[config.mk]
export PLATFORM = sky130hd
export DESIGN_NAME = uart_console_top
export DESIGN_NICKNAME = d
export VERILOG_FILES = /design/src/uart_cmd_pkg.sv /design/src/baud_tick_gen.sv /design/src/cmd_decoder.sv /design/src/report_sender.sv /design/src/uart_console_top.sv /design/src/uart_rx.sv /design/src/uart_tx.sv
export VERILOG_INCLUDE_DIRS = /design/src /design/src/src
export SDC_FILE = /design/constraint.sdc
export NUM_CORES = 1
export LEC_CHECK = 0
export ABC_AREA = 1
export BUFFER_PORTS_ARGS = -buffer_cell sky130_fd_sc_hd__buf_2
export CORE_MARGIN = 2
export CORE_UTILIZATION = 25
export DETAILED_ROUTE_END_ITERATION = 7
export SLEW_MARGIN = 20
export SYNTH_ARGS = -nofsm -noshare
export SYNTH_HDL_FRONTEND = slang
export SYNTH_SLANG_ARGS = --single-unit
[constraint.sdc]
create_clock -name clk -period 3.3 [get_ports clk]
set_input_delay 0.66 -clock clk [delete_from_list [all_inputs] [get_ports clk]]
set_output_delay 0.66 -clock clk [all_outputs]
set_load 0.05 [all_outputs]
[src/uart_cmd_config.svh]
`ifndef UART_CMD_CONFIG_SVH
`define UART_CMD_CONFIG_SVH

// system clock and serial line rates
`define UART_CLK_HZ      10_000_000
`define UART_BAUD        312_500
`define UART_OVERSAMPLE  16

// clock cycles per oversampling tick
`define UART_TICK_DIV    (`UART_CLK_HZ / (`UART_BAUD * `UART_OVERSAMPLE))

`define UART_DATA_BITS   8

// console keys, ascii
`define KEY_R            8'h72
`define KEY_L            8'h6c
`define KEY_U            8'h75
`define KEY_D            8'h64
`define KEY_S            8'h73
// '1' to '3' follow in sequence
`define KEY_SW0          8'h30

`endif

[src/uart_cmd_pkg.sv]
`include "uart_cmd_config.svh"

package uart_cmd_pkg;

    // one byte on the rx or tx side, valid qualifies data
    typedef struct packed {
        logic                       valid;
        logic [`UART_DATA_BITS-1:0] data;
    } uart_byte_t;

    // btn_tick bit 0 is r, then l, u, d
    typedef struct packed {
        logic [3:0] btn_tick;
        logic [3:0] sw_state;
    } console_cmd_t;

    // clock mode d3 d2 : d1 d0, sensor mode d3 d2 d1 d0 cm
    typedef enum logic {
        MODE_CLOCK  = 1'b0,
        MODE_SENSOR = 1'b1
    } report_mode_e;

    // four bcd digits, d3 most significant
    typedef struct packed {
        logic [3:0] d3;
        logic [3:0] d2;
        logic [3:0] d1;
        logic [3:0] d0;
    } bcd_word_t;

endpackage

[src/baud_tick_gen.sv]
`timescale 1ns/1ns
`include "uart_cmd_config.svh"

module baud_tick_gen (
    input  logic clk,
    input  logic rst,
    output logic tick
);
    localparam int TICK_DIV = `UART_TICK_DIV;
    localparam int CNT_W = (TICK_DIV > 1) ? $clog2(TICK_DIV) : 1;
    localparam logic [CNT_W-1:0] CNT_LAST = CNT_W'(TICK_DIV - 1);

    logic [CNT_W-1:0] cnt_q;

    always_ff @(posedge clk or posedge rst) begin
        if (rst) begin
            cnt_q <= '0;
            tick  <= 1'b0;
        end else if (cnt_q == CNT_LAST) begin
            cnt_q <= '0;
            tick  <= 1'b1;
        end else begin
            cnt_q <= cnt_q + 1'b1;
            tick  <= 1'b0;
        end
    end

endmodule

[src/cmd_decoder.sv]
`timescale 1ns/1ns
`include "uart_cmd_config.svh"

module cmd_decoder (
    input  logic                       clk,
    input  logic                       rst,
    input  uart_cmd_pkg::uart_byte_t   rx_byte,
    output uart_cmd_pkg::console_cmd_t cmd,
    output logic                       report_req
);
    logic [3:0]                 btn_q;
    logic [3:0]                 sw_q;
    logic                       req_q;
    logic [`UART_DATA_BITS-1:0] sw_off;

    // bytes below '0' wrap to large values and miss the range check
    assign sw_off = rx_byte.data - `UART_DATA_BITS'(`KEY_SW0);

    always_ff @(posedge clk or posedge rst) begin
        if (rst) begin
            btn_q <= '0;
            sw_q  <= '0;
            req_q <= 1'b0;
        end else begin
            btn_q <= '0;
            req_q <= 1'b0;
            if (rx_byte.valid) begin
                case (rx_byte.data)
                    `KEY_R: btn_q <= 4'b0001;
                    `KEY_L: btn_q <= 4'b0010;
                    `KEY_U: btn_q <= 4'b0100;
                    `KEY_D: btn_q <= 4'b1000;
                    `KEY_S: req_q <= 1'b1;
                    default: begin
                        if (sw_off < `UART_DATA_BITS'(4)) begin
                            sw_q[sw_off[1:0]] <= ~sw_q[sw_off[1:0]];
                        end
                    end
                endcase
            end
        end
    end

    always_comb begin
        cmd.btn_tick = btn_q;
        cmd.sw_state = sw_q;
    end

    assign report_req = req_q;

endmodule

[src/report_sender.sv]
`timescale 1ns/1ns
`include "uart_cmd_config.svh"

module report_sender (
    input  logic                       clk,
    input  logic                       rst,
    input  logic                       report_req,
    input  uart_cmd_pkg::bcd_word_t    report_data,
    input  uart_cmd_pkg::report_mode_e report_mode,
    input  logic                       tx_ready,
    output uart_cmd_pkg::uart_byte_t   tx_char,
    output logic                       report_busy
);
    logic                       busy_q;
    logic                       valid_q;
    logic [2:0]                 idx_q;
    logic [2:0]                 last_idx;
    logic [`UART_DATA_BITS-1:0] char_d;
    uart_cmd_pkg::bcd_word_t    data_q;
    uart_cmd_pkg::report_mode_e mode_q;

    // anything outside 0..9 goes out as '0'
    function automatic logic [`UART_DATA_BITS-1:0] digit_char(input logic [3:0] digit);
        if (digit > 4'd9) begin
            return 8'h30;
        end
        return {4'h3, digit};
    endfunction

    assign last_idx = (mode_q == uart_cmd_pkg::MODE_SENSOR) ? 3'd5 : 3'd4;

    always_comb begin
        if (mode_q == uart_cmd_pkg::MODE_SENSOR) begin
            case (idx_q)
                3'd0:    char_d = digit_char(data_q.d3);
                3'd1:    char_d = digit_char(data_q.d2);
                3'd2:    char_d = digit_char(data_q.d1);
                3'd3:    char_d = digit_char(data_q.d0);
                3'd4:    char_d = 8'h63;
                default: char_d = 8'h6d;
            endcase
        end else begin
            case (idx_q)
                3'd0:    char_d = digit_char(data_q.d3);
                3'd1:    char_d = digit_char(data_q.d2);
                3'd2:    char_d = 8'h3a;
                3'd3:    char_d = digit_char(data_q.d1);
                default: char_d = digit_char(data_q.d0);
            endcase
        end
    end

    // idle, then offer a char, wait for ready, step the index
    always_ff @(posedge clk or posedge rst) begin
        if (rst) begin
            busy_q  <= 1'b0;
            valid_q <= 1'b0;
            idx_q   <= '0;
        end else if (!busy_q) begin
            if (report_req) begin
                busy_q <= 1'b1;
                idx_q  <= '0;
            end
        end else if (!valid_q) begin
            valid_q <= 1'b1;
        end else if (tx_ready) begin
            valid_q <= 1'b0;
            if (idx_q == last_idx) begin
                busy_q <= 1'b0;
            end else begin
                idx_q <= idx_q + 1'b1;
            end
        end
    end

    // snapshot so the report does not tear mid-transfer
    always_ff @(posedge clk) begin
        if (!busy_q && report_req) begin
            data_q <= report_data;
            mode_q <= report_mode;
        end
    end

    always_comb begin
        tx_char.valid = valid_q;
        tx_char.data  = char_d;
    end

    assign report_busy = busy_q;

endmodule

[src/uart_console_top.sv]
`timescale 1ns/1ns

module uart_console_top (
    input  logic                       clk,
    input  logic                       rst,
    input  logic                       uart_rx_line,
    input  uart_cmd_pkg::bcd_word_t    report_data,
    input  uart_cmd_pkg::report_mode_e report_mode,
    output logic                       uart_tx_line,
    output uart_cmd_pkg::console_cmd_t cmd,
    output logic                       report_busy
);
    logic                     tick;
    logic                     report_req;
    logic                     tx_ready;
    uart_cmd_pkg::uart_byte_t rx_byte;
    uart_cmd_pkg::uart_byte_t tx_char;

    // one tick shared by both directions
    baud_tick_gen u_tick (
        .clk  (clk),
        .rst  (rst),
        .tick (tick)
    );

    uart_rx u_rx (
        .clk     (clk),
        .rst     (rst),
        .tick    (tick),
        .rx_line (uart_rx_line),
        .rx_byte (rx_byte)
    );

    cmd_decoder u_decoder (
        .clk        (clk),
        .rst        (rst),
        .rx_byte    (rx_byte),
        .cmd        (cmd),
        .report_req (report_req)
    );

    report_sender u_sender (
        .clk         (clk),
        .rst         (rst),
        .report_req  (report_req),
        .report_data (report_data),
        .report_mode (report_mode),
        .tx_ready    (tx_ready),
        .tx_char     (tx_char),
        .report_busy (report_busy)
    );

    uart_tx u_tx (
        .clk      (clk),
        .rst      (rst),
        .tick     (tick),
        .tx_char  (tx_char),
        .tx_line  (uart_tx_line),
        .tx_ready (tx_ready)
    );

endmodule

[src/uart_rx.sv]
`timescale 1ns/1ns
`include "uart_cmd_config.svh"

module uart_rx (
    input  logic                    clk,
    input  logic                    rst,
    input  logic                    tick,
    input  logic                    rx_line,
    output uart_cmd_pkg::uart_byte_t rx_byte
);
    localparam int OS = `UART_OVERSAMPLE;
    localparam int NB = `UART_DATA_BITS;
    localparam int CNT_W = $clog2(OS);
    localparam int BIT_W = $clog2(NB);
    localparam logic [CNT_W-1:0] HALF_TICK = CNT_W'(OS / 2 - 1);
    localparam logic [CNT_W-1:0] LAST_TICK = CNT_W'(OS - 1);
    localparam logic [BIT_W-1:0] LAST_BIT = BIT_W'(NB - 1);

    localparam logic [1:0] S_IDLE  = 2'd0;
    localparam logic [1:0] S_START = 2'd1;
    localparam logic [1:0] S_DATA  = 2'd2;
    localparam logic [1:0] S_STOP  = 2'd3;

    logic [1:0]       state_q;
    logic [1:0]       rx_sync_q;
    logic             rx_in;
    logic [CNT_W-1:0] tick_cnt_q;
    logic [BIT_W-1:0] bit_cnt_q;
    logic [NB-1:0]    shift_q;
    logic             valid_q;

    // line idles high, so the synchronizer resets high
    always_ff @(posedge clk or posedge rst) begin
        if (rst) begin
            rx_sync_q <= 2'b11;
        end else begin
            rx_sync_q <= {rx_sync_q[0], rx_line};
        end
    end

    assign rx_in = rx_sync_q[1];

    always_ff @(posedge clk or posedge rst) begin
        if (rst) begin
            state_q    <= S_IDLE;
            tick_cnt_q <= '0;
            bit_cnt_q  <= '0;
            valid_q    <= 1'b0;
        end else begin
            valid_q <= 1'b0;
            case (state_q)
                S_IDLE: begin
                    tick_cnt_q <= '0;
                    bit_cnt_q  <= '0;
                    if (tick && !rx_in) begin
                        state_q <= S_START;
                    end
                end
                S_START: begin
                    if (tick) begin
                        if (tick_cnt_q == HALF_TICK) begin
                            tick_cnt_q <= '0;
                            // glitch shorter than half a bit goes back to idle
                            state_q    <= rx_in ? S_IDLE : S_DATA;
                        end else begin
                            tick_cnt_q <= tick_cnt_q + 1'b1;
                        end
                    end
                end
                S_DATA: begin
                    if (tick) begin
                        if (tick_cnt_q == LAST_TICK) begin
                            tick_cnt_q <= '0;
                            if (bit_cnt_q == LAST_BIT) begin
                                state_q <= S_STOP;
                            end else begin
                                bit_cnt_q <= bit_cnt_q + 1'b1;
                            end
                        end else begin
                            tick_cnt_q <= tick_cnt_q + 1'b1;
                        end
                    end
                end
                default: begin
                    if (tick) begin
                        if (tick_cnt_q == LAST_TICK) begin
                            state_q <= S_IDLE;
                            // framing error drops the byte
                            valid_q <= rx_in;
                        end else begin
                            tick_cnt_q <= tick_cnt_q + 1'b1;
                        end
                    end
                end
            endcase
        end
    end

    // lsb first
    always_ff @(posedge clk) begin
        if (state_q == S_DATA && tick && tick_cnt_q == LAST_TICK) begin
            shift_q <= {rx_in, shift_q[NB-1:1]};
        end
    end

    always_comb begin
        rx_byte.valid = valid_q;
        rx_byte.data  = shift_q;
    end

endmodule

[src/uart_tx.sv]
`timescale 1ns/1ns
`include "uart_cmd_config.svh"

module uart_tx (
    input  logic                     clk,
    input  logic                     rst,
    input  logic                     tick,
    input  uart_cmd_pkg::uart_byte_t tx_char,
    output logic                     tx_line,
    output logic                     tx_ready
);
    localparam int OS = `UART_OVERSAMPLE;
    localparam int NB = `UART_DATA_BITS;
    localparam int CNT_W = $clog2(OS);
    localparam int BIT_W = $clog2(NB);
    localparam logic [CNT_W-1:0] LAST_TICK = CNT_W'(OS - 1);
    localparam logic [BIT_W-1:0] LAST_BIT = BIT_W'(NB - 1);

    localparam logic [1:0] S_IDLE  = 2'd0;
    localparam logic [1:0] S_START = 2'd1;
    localparam logic [1:0] S_DATA  = 2'd2;
    localparam logic [1:0] S_STOP  = 2'd3;

    logic [1:0]       state_q;
    logic [CNT_W-1:0] tick_cnt_q;
    logic [BIT_W-1:0] bit_cnt_q;
    logic [NB-1:0]    shift_q;
    logic             line_q;
    logic             bit_end;

    assign bit_end  = tick && (tick_cnt_q == LAST_TICK);
    assign tx_ready = (state_q == S_IDLE);
    assign tx_line  = line_q;

    always_ff @(posedge clk or posedge rst) begin
        if (rst) begin
            state_q    <= S_IDLE;
            tick_cnt_q <= '0;
            bit_cnt_q  <= '0;
            line_q     <= 1'b1;
        end else begin
            if (state_q != S_IDLE && tick) begin
                tick_cnt_q <= tick_cnt_q + 1'b1;
            end
            case (state_q)
                S_IDLE: begin
                    tick_cnt_q <= '0;
                    bit_cnt_q  <= '0;
                    if (tx_char.valid) begin
                        state_q <= S_START;
                        line_q  <= 1'b0;
                    end
                end
                S_START: begin
                    if (bit_end) begin
                        state_q <= S_DATA;
                        line_q  <= shift_q[0];
                    end
                end
                S_DATA: begin
                    if (bit_end) begin
                        if (bit_cnt_q == LAST_BIT) begin
                            state_q <= S_STOP;
                            line_q  <= 1'b1;
                        end else begin
                            bit_cnt_q <= bit_cnt_q + 1'b1;
                            line_q    <= shift_q[1];
                        end
                    end
                end
                default: begin
                    if (bit_end) begin
                        state_q <= S_IDLE;
                    end
                end
            endcase
        end
    end

    always_ff @(posedge clk) begin
        if (state_q == S_IDLE && tx_char.valid) begin
            shift_q <= tx_char.data;
        end else if (state_q == S_DATA && bit_end) begin
            shift_q <= shift_q >> 1;
        end
    end

endmodule

==> run summary, run 1 <==
Syn_area_per_cell = 9.193 sq um
Post-CTS sizing = 0
Gate Count Post-Synth = 371
Vias in the first global route = 2490
Core ar. = 13300 sq um
Area leader, netlist = edfxtp_1
Rows = 42
Worst-path maximum fanout = 8
Setup CP Type = flip-flop to flip-flop
Slowest CP cell = o21ai_0
Initial antenna violation count = 0
Worst hold path endpoint = u_rx.rx_sync_q[1]$_DFF_PP1_
Worst reg-to-reg setup slack = 1.20 ns
Number of flops mapped to enable cells by yosys = 32
Initial Util = 25.65%
Max VDD drop = 0.2301 mV
CP Capture Type = flip-flop
Synth Area in Compound Gates = 8.804%
Clock slew at reported path FFs = 0.06 ns
Combinational family with the most area after synthesis = simple AND/OR/NAND/NOR gates
Crit-path cells = inv_1 > ha_1 > inv_1 > o21ai_0
Reg2reg end = u_tx.shift_q[2]$_DFFE_PP_
Final Routed Wirelength = 6.297 mm
Sequential area share after synthesis = 56.16%
Area Growth Syn to Fin = 20.03%
Max cap viols = 0
Fillcell total = 1360
WL/cell = 10.65 microns
Setup TNS Final = 0 ns
Minimum clock period = 2.098 ns
Via count = 2516
Cell variety after synth = 35
CP Launch Type = flip-flop
Hold depth = 0
Hold_buf cts = 0
Via density = 4.257
# diodes = 0
Status = finished, final reports clean
Root buffer cell = clkbuf_16
Worst relative slew slack = 31.79%
Placer Congestion = 0.8540
Power Density = 544.9 nW/um^2
Die X = 120.8 microns
Most frequent cell on the critical path = inv_1
Max incr delay on CP = 0.80 ns
Post-Syn Area = 3411 sq um
Total gr overflow = 0
Synth Area in Simple Gates = 23.07%
Yosys top cell area share = 28.17%
Synth Flop Type = dfrtp_1
Pin count of the biggest net entering global routing = 39
Mux cell area share after synthesis = 0.2935%
Final period util = 63.58%
Sink Count = 70
Global Route Usage Sum = 9.399%
Required @ worst endpoint = 3.24 ns
Worst R2R Path Depth = 4
Clock Path Buffers = 2
Nets = 445
I/O pin count = 30
Async set-reset flop share out of synthesis = 54.29%
DRT Pass-1 Iters = 4
Post-route ant nets = 0
Total CTS buffers = 9
Worst-margin pin slew = 1.015 ns
# Post-CTS Setup Buffers = 0
Critical Path AT = 2.04 ns
Total power = 2.231 mW
Synth Area in Adders = 5.503%
RSZ-0062 raised after global routing = no
#FFs+latches synth = 70
Clk_skew = 0.008025 ns
Hold Crit Class = flip-flop to flip-flop
Worst Min Path Start = u_rx.rx_sync_q[0]$_DFF_PP1_
Final Hold Fails = 0
Slew Limit Fails = 0
IO Port Bufs = 29
Commonest cells post-synth = 75 x nand2_1, 47 x inv_1, 45 x nor2_1, 35 x dfrtp_1, 32 x edfxtp_1
Die Y-Extent = 120.8 microns
Pleak = 1.835 nW
Fmax = 476.6 MHz
Syn Nets = 406
Initial drt markers = 177
Most common cell in the netlist = nand2_1
XOR/XNOR Fraction of Synth Area = 0.2568%
CTS tree = yes
Yosys warnings = 0
FF-to-FF Start = u_tx.state_q[0]$_DFFE_PP0P_
Dpl hpwl = 4.564 mm
Fraction of layout instances using a drive strength above 1 = 15.90%
Largest cells by area after synthesis = edfxtp_1 28%, dfrtp_1 26%, nand2_1 8.3%
Die area = 14590 sq um
DRC = 0
Final setup viols = 0
First-pass GRT wire length = 11.03 mm
H-tree lvl count = 3
Clock Latency Late Sink = 0.33 ns
routing by layer:
layer,wire length [microns],track usage (%)
met1,3150,12.44
met2,2800,14.41
met3,237,2.642
met4,109,3.924
met5,0,0
stage by stage:
step	util (%)	cell area, sq um	hold WS, ns	instances	setup WS (ns)
finish	30.79	4094	0.3555	591	1.202
global route	30.79	4094	0.3626	591	1.031
CTS	30.79	4094	0.3578	591	1.180
detailed placement	28.41	3777	0.3493	575	1.224
global placement	28.41	3777	0.3466	575	1.312
floorplan	-	3411	0.3452	371	1.358
how the worst max path moves through the flow:
| stage | startpoint | to | cells after the start |
|---|---|---|---|
| after floorplan | u_sender.report_busy$_DFF_PP0_ | u_sender.data_q[0]$_DFFE_PP_ | 2 |
| after global placement | u_tx.state_q[0]$_DFFE_PP0P_ | u_tx.shift_q[3]$_DFFE_PP_ | 4 |
| after detailed placement | u_tx.state_q[0]$_DFFE_PP0P_ | u_tx.shift_q[5]$_SDFFCE_PP1P_ | 4 |
| after CTS | u_tx.state_q[0]$_DFFE_PP0P_ | u_tx.shift_q[2]$_DFFE_PP_ | 4 |
| after global routing | u_tx.state_q[0]$_DFFE_PP0P_ | u_tx.shift_q[5]$_SDFFCE_PP1P_ | 4 |
| final | u_tx.state_q[0]$_DFFE_PP0P_ | u_tx.shift_q[2]$_DFFE_PP_ | 4 |
cell type report:
| cell class | instances | area [sq um] | area share, % |
|---|---|---|---|
| Inverter | 50 | 187.7 | 4.584 |
| Clock inverter | 6 | 87.58 | 2.139 |
| Multi-Input combinational cell | 248 | 1294 | 31.60 |
| Clock buffer | 10 | 229.0 | 5.593 |
| Sequential cell | 70 | 1916 | 46.79 |
| Tap cell | 176 | 220.2 | 5.379 |
| Timing Repair Buffer | 31 | 160.2 | 3.912 |
worst max-delay path, delay by kind of cell (launching register included):
family          cells  cell delay (ns)
compound gates      1             0.80
fa+ha+maj           1             0.32
buf+inv             2             0.18
flops               1             0.41
registers in the layout, summed over array words and instances, names as in the netlist, 2 cells and up:
name             flops
u_rx.tick_cnt_q      4
u_rx.state_q         2
u_sender.data_q     16
u_decoder.sw_q       4
u_rx.shift_q         8
u_decoder.btn_q      4
u_rx.bit_cnt_q       3
u_sender.idx_q       3
u_tx.state_q         2
u_tx.shift_q         7
u_tx.tick_cnt_q      4
u_rx.rx_sync_q       2
u_tx.bit_cnt_q       3
placed cells by master, fill, tap and decap left out, drive strengths merged:
cell type,instances
nand2,77
inv,50
nor2,48
dfrtp,35
edfxtp,32
o21ai,32
buf,31
nand3,29
ha,15
a21oi,13
clkbuf,10
nor3,8
nor4,6
clkinv,4
nand3b,3
or2,3
nand4,3
dfstp,3
a21boi,2
bufinv,2
a22oi,1
mux2i,1
o21a,1
o221ai,1
and2,1
o211ai,1
xnor2,1
a31oi,1
a211oi,1
power by group:
group	total, mW	internal (mW)	switching (mW)	leakage [nW]
Sequential	0.988	0.953	0.0352	0.794
Combinational	0.228	0.0824	0.145	0.885
Clock	1.02	0.661	0.354	0.156
Total	2.23	1.70	0.535	1.84
kinds of logic (layout without fill, tap and decap cells):
group	Yosys count	in the layout
compound gates	53	53
xor+xnor	1	1
fa+ha+maj	15	15
buf+inv	53	97
flops	70	70
mux	1	1
simple gates	178	178
No activity file was read; power rests on OpenSTA's default activity.
==> run 2: changes to the inputs <==
==> constraint.sdc (replaced) <==
create_clock -name clk -period 2 [get_ports clk]
set_input_delay 0.4 -clock clk [delete_from_list [all_inputs] [get_ports clk]]
set_output_delay 0.4 -clock clk [all_outputs]
set_load 0.05 [all_outputs]
==> run 2 against run 1 <==
  * Clock power increased by 58%
  * First-iteration DRC count grew 19%
  * Routed wire length rose by 5.2%
  * Sequential power is 65% higher
  * Critical path depth up 5
  * Die area is the same
  * Sequential share of layout area decreased by 0.40 points
  * Flip-flop and latch count is the same
==> run summary, run 2 (synthesis gave the netlist of run 1 again) <==
# Post-CTS Setup Buffers = 0 (unchanged)
IO Port Bufs = 29 (unchanged)
Clk pwr share = 44.4% (-1.1 points)
Reg2reg end = u_tx.shift_q[3]$_DFFE_PP_
Seq. cell area = 1916 sq um (unchanged)
Via count = 2568 (+2.1%)
Placer Congestion = 0.8000 (-6.3%)
Pint = 2.728 mW (+61%)
Hold_buf cts = 0 (unchanged)
Minimum clock period = 1.778 ns (-0.3201 ns)
Final period util = 88.90% (+25 points)
Final setup margin = 0.2220 ns (-0.9799 ns)
Worst reg-to-reg setup slack = 0.22 ns (-0.98 ns)
Total power = 3.629 mW (+63%)
Stages on worst setup path = 9 (+5)
Multi-input gate area = 1294 sq um (unchanged)
DRC = 0 (unchanged)
Setup TNS Final = 0 ns (unchanged)
Die Y-Extent = 120.8 microns (unchanged)
Worst relative slew slack = 66.83% (+35 points)
Most frequent cell on the critical path = nand2_1
Sink Count = 70 (unchanged)
CTS tree = yes
Power Density = 878.9 nW/um^2 (+61%)
Worst-margin pin slew = 0.4976 ns (-0.5178 ns)
Fraction of layout instances using a drive strength above 1 = 17.14% (+1.2 points)
Crit path buf inv count = 2 (unchanged)
Total CTS buffers = 9 (unchanged)
Max cap viols = 0 (unchanged)
Biggest regs = u_sender.data_q x16, u_rx.shift_q x8, u_tx.shift_q x7
# diodes = 0 (unchanged)
Slew Limit Fails = 0 (unchanged)
Via density = 4.309 (+1.2%)
Pin count of the biggest net entering global routing = 39 (unchanged)
Clock Latency Late Sink = 0.33 ns (about the same)
Sw Pwr = 0.9006 mW (+68%)
Nets = 450 (+1.1%)
DRT Pass-1 Iters = 5 (+1)
Largest register FFs = 16 (unchanged)
Initial antenna violation count = 0 (unchanged)
Biggest register = u_sender.data_q
I/O pin count = 30 (unchanged)
Worst R2R Path Depth = 9 (+5)
Required @ worst endpoint = 2.20 ns (-1.04 ns)
Commonest non-fill, non-tap cell in the layout = nand2_1
Pleak = 1.857 nW (+1.2%)
Initial drt markers = 210 (+19%)
Commonest cells after routing, fill and taps aside = 75 x nand2_1, 47 x inv_1, 45 x nor2_1
Crit path from = u_sender.idx_q[0]$_DFFE_PP0P_
Core ar. = 13300 sq um (unchanged)
Post-CTS sizing = 0 (unchanged)
Dpl hpwl = 4.858 mm (+6.5%)
CP Launch Type = flip-flop
FF-to-FF Start = u_sender.idx_q[0]$_DFFE_PP0P_
Final setup viols = 0 (unchanged)
Worst-path maximum fanout = 7 (-1)
Max incr delay on CP = 0.44 ns (-0.36 ns)
Max VDD drop = 0.3863 mV (+68%)
Global Route Usage Sum = 9.808% (+0.41 points)
Delay-heaviest family, CP = adder cells
Die area = 14590 sq um (unchanged)
Place WS = 0.2530 ns (-0.9714 ns)
Area post-placement = 3815 sq um (+0.99%)
Final Hold Fails = 0 (unchanged)
Hold Crit Class = primary input to flip-flop
Root buffer cell = clkbuf_16
Final Routed Wirelength = 6.622 mm (+5.2%)
Critical Path AT = 1.98 ns (-0.06 ns)
Rows = 42 (unchanged)
Slowest CP cell = dfrtp_1
CP endpoint = u_tx.shift_q[3]$_DFFE_PP_
H-tree lvl count = 3 (unchanged)
Final Cell Area = 4129 sq um (+0.86%)
Fmax = 562.4 MHz (+18%)
Total gr overflow = 0 (unchanged)
RSZ-0062 raised after global routing = no
Initial Util = 25.65% (unchanged)
WL/cell = 11.11 microns (+4.3%)
Fillcell total = 1348 (-0.88%)
Clock Path Buffers = 2 (unchanged)
Post-route ant nets = 0 (unchanged)
Clock slew at reported path FFs = 0.06 ns (about the same)
Comb pwr share = 10.6% (+0.4 points)
Vias in the first global route = 2483 (-0.28%)
Die X = 120.8 microns (unchanged)
First-pass GRT wire length = 11.27 mm (+2.2%)
Area Growth Syn to Fin = 21.06%
CP Capture Type = flip-flop
Status = finished, final reports clean
Sequential share of power = 45.0% (+0.7 points)
Crit-path cells = ha_1 > ha_1 > inv_1 > nand4_1 > nand2_1 > inv_1 > a21oi_1 > nand2_1 > nand2_1
Switching Share = 24.82% (+0.85 points)
Setup CP Type = flip-flop to flip-flop
Clk_skew = 0.006783 ns (-0.001241 ns)
[run 2: changes by cell type in the layout (fill, tap and decap cells not counted), moves of 2 or more]
| cell | delta |
|---|---|
| buf_4 | +5 |
| bufinv_16 | -2 |
| clkbuf_8 | +3 |
| clkinv_2 | -2 |
[run 2: worst min path at each step]
stage	slack (ns)	cells after the start	end	from
global route	0.15	1	u_rx.rx_sync_q[0]$_DFF_PP1_	uart_rx_line
global placement	0.35	0	u_rx.rx_sync_q[1]$_DFF_PP1_	u_rx.rx_sync_q[0]$_DFF_PP1_
detailed placement	0.35	0	u_rx.rx_sync_q[1]$_DFF_PP1_	u_rx.rx_sync_q[0]$_DFF_PP1_
finish	0.16	1	u_rx.rx_sync_q[0]$_DFF_PP1_	uart_rx_line
CTS	0.15	1	u_rx.rx_sync_q[0]$_DFF_PP1_	uart_rx_line
floorplan	0.35	0	u_rx.rx_sync_q[1]$_DFF_PP1_	u_rx.rx_sync_q[0]$_DFF_PP1_
[run 2: final cells by class]
class,instances,area share [%]
flip-flops and latches,70,46.39
inverters,50,4.545
clock inverters,3,0.5455
clock buffers,13,7.061
repair buffers,36,4.788
well taps,176,5.333
multi-input cells,248,31.33
[run 2: power groups by stage]
stage	Combinational (mW)	Sequential, mW	Clock [mW]
final	0.384	1.63	1.61
after global routing	0.446	1.64	1.73
after CTS	0.390	1.63	1.66
after detailed placement	0.388	1.66	0
after global placement	0.368	1.66	0
after floorplan	0.298	1.64	0
[run 2: per-layer routing]
metal  up-vias  GRT usage, %  share of wire, %
met1      1191         12.59                49
li1       1324             -                 -
met5         -             0                 0
met2        45         15.11                44
met4         0         4.142               1.7
met3         8         3.255               4.4
[run 2: through the flow]
stage               cells  utilization [%]  hold slack, ns
floorplan             371                -          0.3452
global placement      580            28.69          0.3476
detailed placement    580            28.69          0.3510
CTS                   596            31.06          0.1496
global route          596            31.06          0.1510
finish                596            31.06          0.1646
==> run 3: changes to the inputs <==
--- a/config.mk
+++ b/config.mk
@@ -8,7 +8,7 @@
 export LEC_CHECK = 0
 export ABC_AREA = 1
 export BUFFER_PORTS_ARGS = -buffer_cell sky130_fd_sc_hd__buf_2
-export CORE_MARGIN = 2
+export CORE_MARGIN = 1.5
 export CORE_UTILIZATION = 25
 export DETAILED_ROUTE_END_ITERATION = 7
 export SLEW_MARGIN = 20
==> run 3 against run 2 <==
  * Via count unchanged
  * Worst hold slack better by 0.0024 ns
  * Utilization decreased by 0.28 points
  * Combinational power is essentially flat
  * Routed wire length rose by 0.17%
  * Global-route usage is 0.56 points higher
  * Non-clock buffer count decreased by 1
  * Clock skew shrank 0.0016 ns
  * Clock power down 5%
  * Critical endpoint unchanged
  * Largest power group unchanged
  * Highest routed layer unchanged
==> run summary, run 3 (synthesis gave the netlist of run 1 again) <==
Status = finished, final reports clean
Pin count of the biggest net entering global routing = 39 (unchanged)
First-pass GRT wire length = 11.80 mm (+4.7%)
Critical Path AT = 1.96 ns (-0.02 ns)
IO Port Bufs = 29 (unchanged)
Initial Util = 25.65% (unchanged)
Worst relative slew slack = 67.05% (+0.23 points)
Commonest cells after routing, fill and taps aside = 75 x nand2_1, 47 x inv_1, 45 x nor2_1
Rows = 42 (unchanged)
DRC = 0 (unchanged)
Final setup margin = 0.2337 ns (+0.01171 ns)
# diodes = 0 (unchanged)
Total CTS buffers = 9 (unchanged)
Placer Congestion = 0.8446 (+5.6%)
Via density = 4.316 (+0.17%)
Power Density = 865.8 nW/um^2 (-1.5%)
Hold Crit Class = primary input to flip-flop
H-tree lvl count = 3 (unchanged)
# Post-CTS Setup Buffers = 0 (unchanged)
Clk_skew = 0.005216 ns (-0.001567 ns)
RSZ-0062 raised after global routing = no
Final setup viols = 0 (unchanged)
Core ar. = 13300 sq um (unchanged)
Global Route Usage Sum = 10.37% (+0.56 points)
Biggest regs = u_sender.data_q x16, u_rx.shift_q x8, u_tx.shift_q x7
Nets = 449 (-0.22%)
WL/cell = 11.15 microns (+0.33%)
Dpl hpwl = 4.931 mm (+1.5%)
DRT Pass-1 Iters = 4 (-1)
Commonest non-fill, non-tap cell in the layout = nand2_1
Final period util = 88.32% (-0.59 points)
Fraction of layout instances using a drive strength above 1 = 16.23% (-0.91 points)
Pleak = 1.836 nW (-1.1%)
Setup TNS Final = 0 ns (unchanged)
CTS tree = yes
Die X = 119.8 microns (-0.83%)
Max cap viols = 0 (unchanged)
CP Capture Type = flip-flop
Place WS = 0.2798 ns (+0.02687 ns)
Worst-path maximum fanout = 7 (unchanged)
Clock Latency Late Sink = 0.33 ns (about the same)
Biggest register = u_sender.data_q
Final Routed Wirelength = 6.633 mm (+0.17%)
I/O pin count = 30 (unchanged)
Die Y-Extent = 119.8 microns (-0.83%)
Required @ worst endpoint = 2.20 ns (about the same)
Vias in the first global route = 2575 (+3.7%)
Die area = 14350 sq um (-1.6%)
Root buffer cell = clkbuf_16
Area Growth Syn to Fin = 19.96%
Worst-margin pin slew = 0.4942 ns (-0.003442 ns)
Setup CP Type = flip-flop to flip-flop
Post-CTS sizing = 0 (unchanged)
Final Hold Fails = 0 (unchanged)
Initial drt markers = 167 (-20%)
Clock Path Buffers = 2 (unchanged)
Clock slew at reported path FFs = 0.06 ns (about the same)
Via count = 2568 (unchanged)
Max VDD drop = 0.3639 mV (-5.8%)
Largest register FFs = 16 (unchanged)
Minimum clock period = 1.766 ns (-0.01171 ns)
Total gr overflow = 0 (unchanged)
Post-route ant nets = 0 (unchanged)
Fmax = 566.2 MHz (+0.66%)
Hold_buf cts = 0 (unchanged)
Sink Count = 70 (unchanged)
CP Launch Type = flip-flop
Initial antenna violation count = 0 (unchanged)
Slew Limit Fails = 0 (unchanged)
run 3: power breakdown:
group | total (mW) | switching [mW] | leakage, nW | internal [mW]
Sequential | 1.63 | 0.0602 | 0.794 | 1.57
Combinational | 0.384 | 0.245 | 0.906 | 0.139
Clock | 1.53 | 0.565 | 0.137 | 0.961
Total | 3.54 | 0.870 | 1.84 | 2.67
run 3: final timing paths:
check / from / end / slack (ns) / cells after the start
worst max-delay path: u_sender.idx_q[0]$_DFFE_PP0P_ / u_tx.shift_q[3]$_DFFE_PP_ / 0.23 / 9
worst min-delay path: uart_rx_line / u_rx.rx_sync_q[0]$_DFF_PP1_ / 0.17 / 1
worst max register to register: u_sender.idx_q[0]$_DFFE_PP0P_ / u_tx.shift_q[3]$_DFFE_PP_ / 0.23 / 9
worst min register to register: u_rx.rx_sync_q[0]$_DFF_PP1_ / u_rx.rx_sync_q[1]$_DFF_PP1_ / 0.36 / 0
max in group asynchronous: rst / u_tx.tx_line$_DFFE_PP1P_ / 1.45 / 3
min in group asynchronous: rst / u_sender.idx_q[0]$_DFFE_PP0P_ / 0.18 / 3
run 3: area by class of cell:
cell class / instances / area [sq um]
Inverter: 50 / 187.7
Fill cell: 1370 / 9204
Sequential cell: 70 / 1916
Clock inverter: 4 / 47.55
Multi-Input combinational cell: 248 / 1294
Tap cell: 176 / 220.2
Clock buffer: 12 / 236.5
Timing Repair Buffer: 35 / 190.2
run 3: per-stage QoR:
stage	hold WS [ns]	total power, mW	instances	util [%]	area, sq um
after floorplan	0.3452	1.941	371	-	3411
after global placement	0.3480	2.024	579	28.64	3807
after detailed placement	0.3542	2.043	579	28.64	3807
after CTS	0.1573	3.586	595	30.77	4091
after global routing	0.1530	3.733	595	30.77	4091
final	0.1670	3.542	595	30.77	4091
run 3: critical path: stages, from the launching register on:
cell and delay [ns]:
dfrtp_1 0.43, ha_1 0.23, ha_1 0.28, inv_1 0.12, nand4_1 0.19, nand2_1 0.10
inv_1 0.04, a21oi_1 0.13, nand2_1 0.06, nand2_1 0.06
run 3: routing by layer:
| layer | part of all wire [%] | global-route usage, % | vias to the layer above |
|---|---|---|---|
| met2 | 45 | 16.24 | 43 |
| met3 | 3.9 | 2.234 | 12 |
| li1 | - | - | 1323 |
| met1 | 48 | 13.38 | 1190 |
| met4 | 2.3 | 5.655 | 0 |
| met5 | 0 | 0 | - |
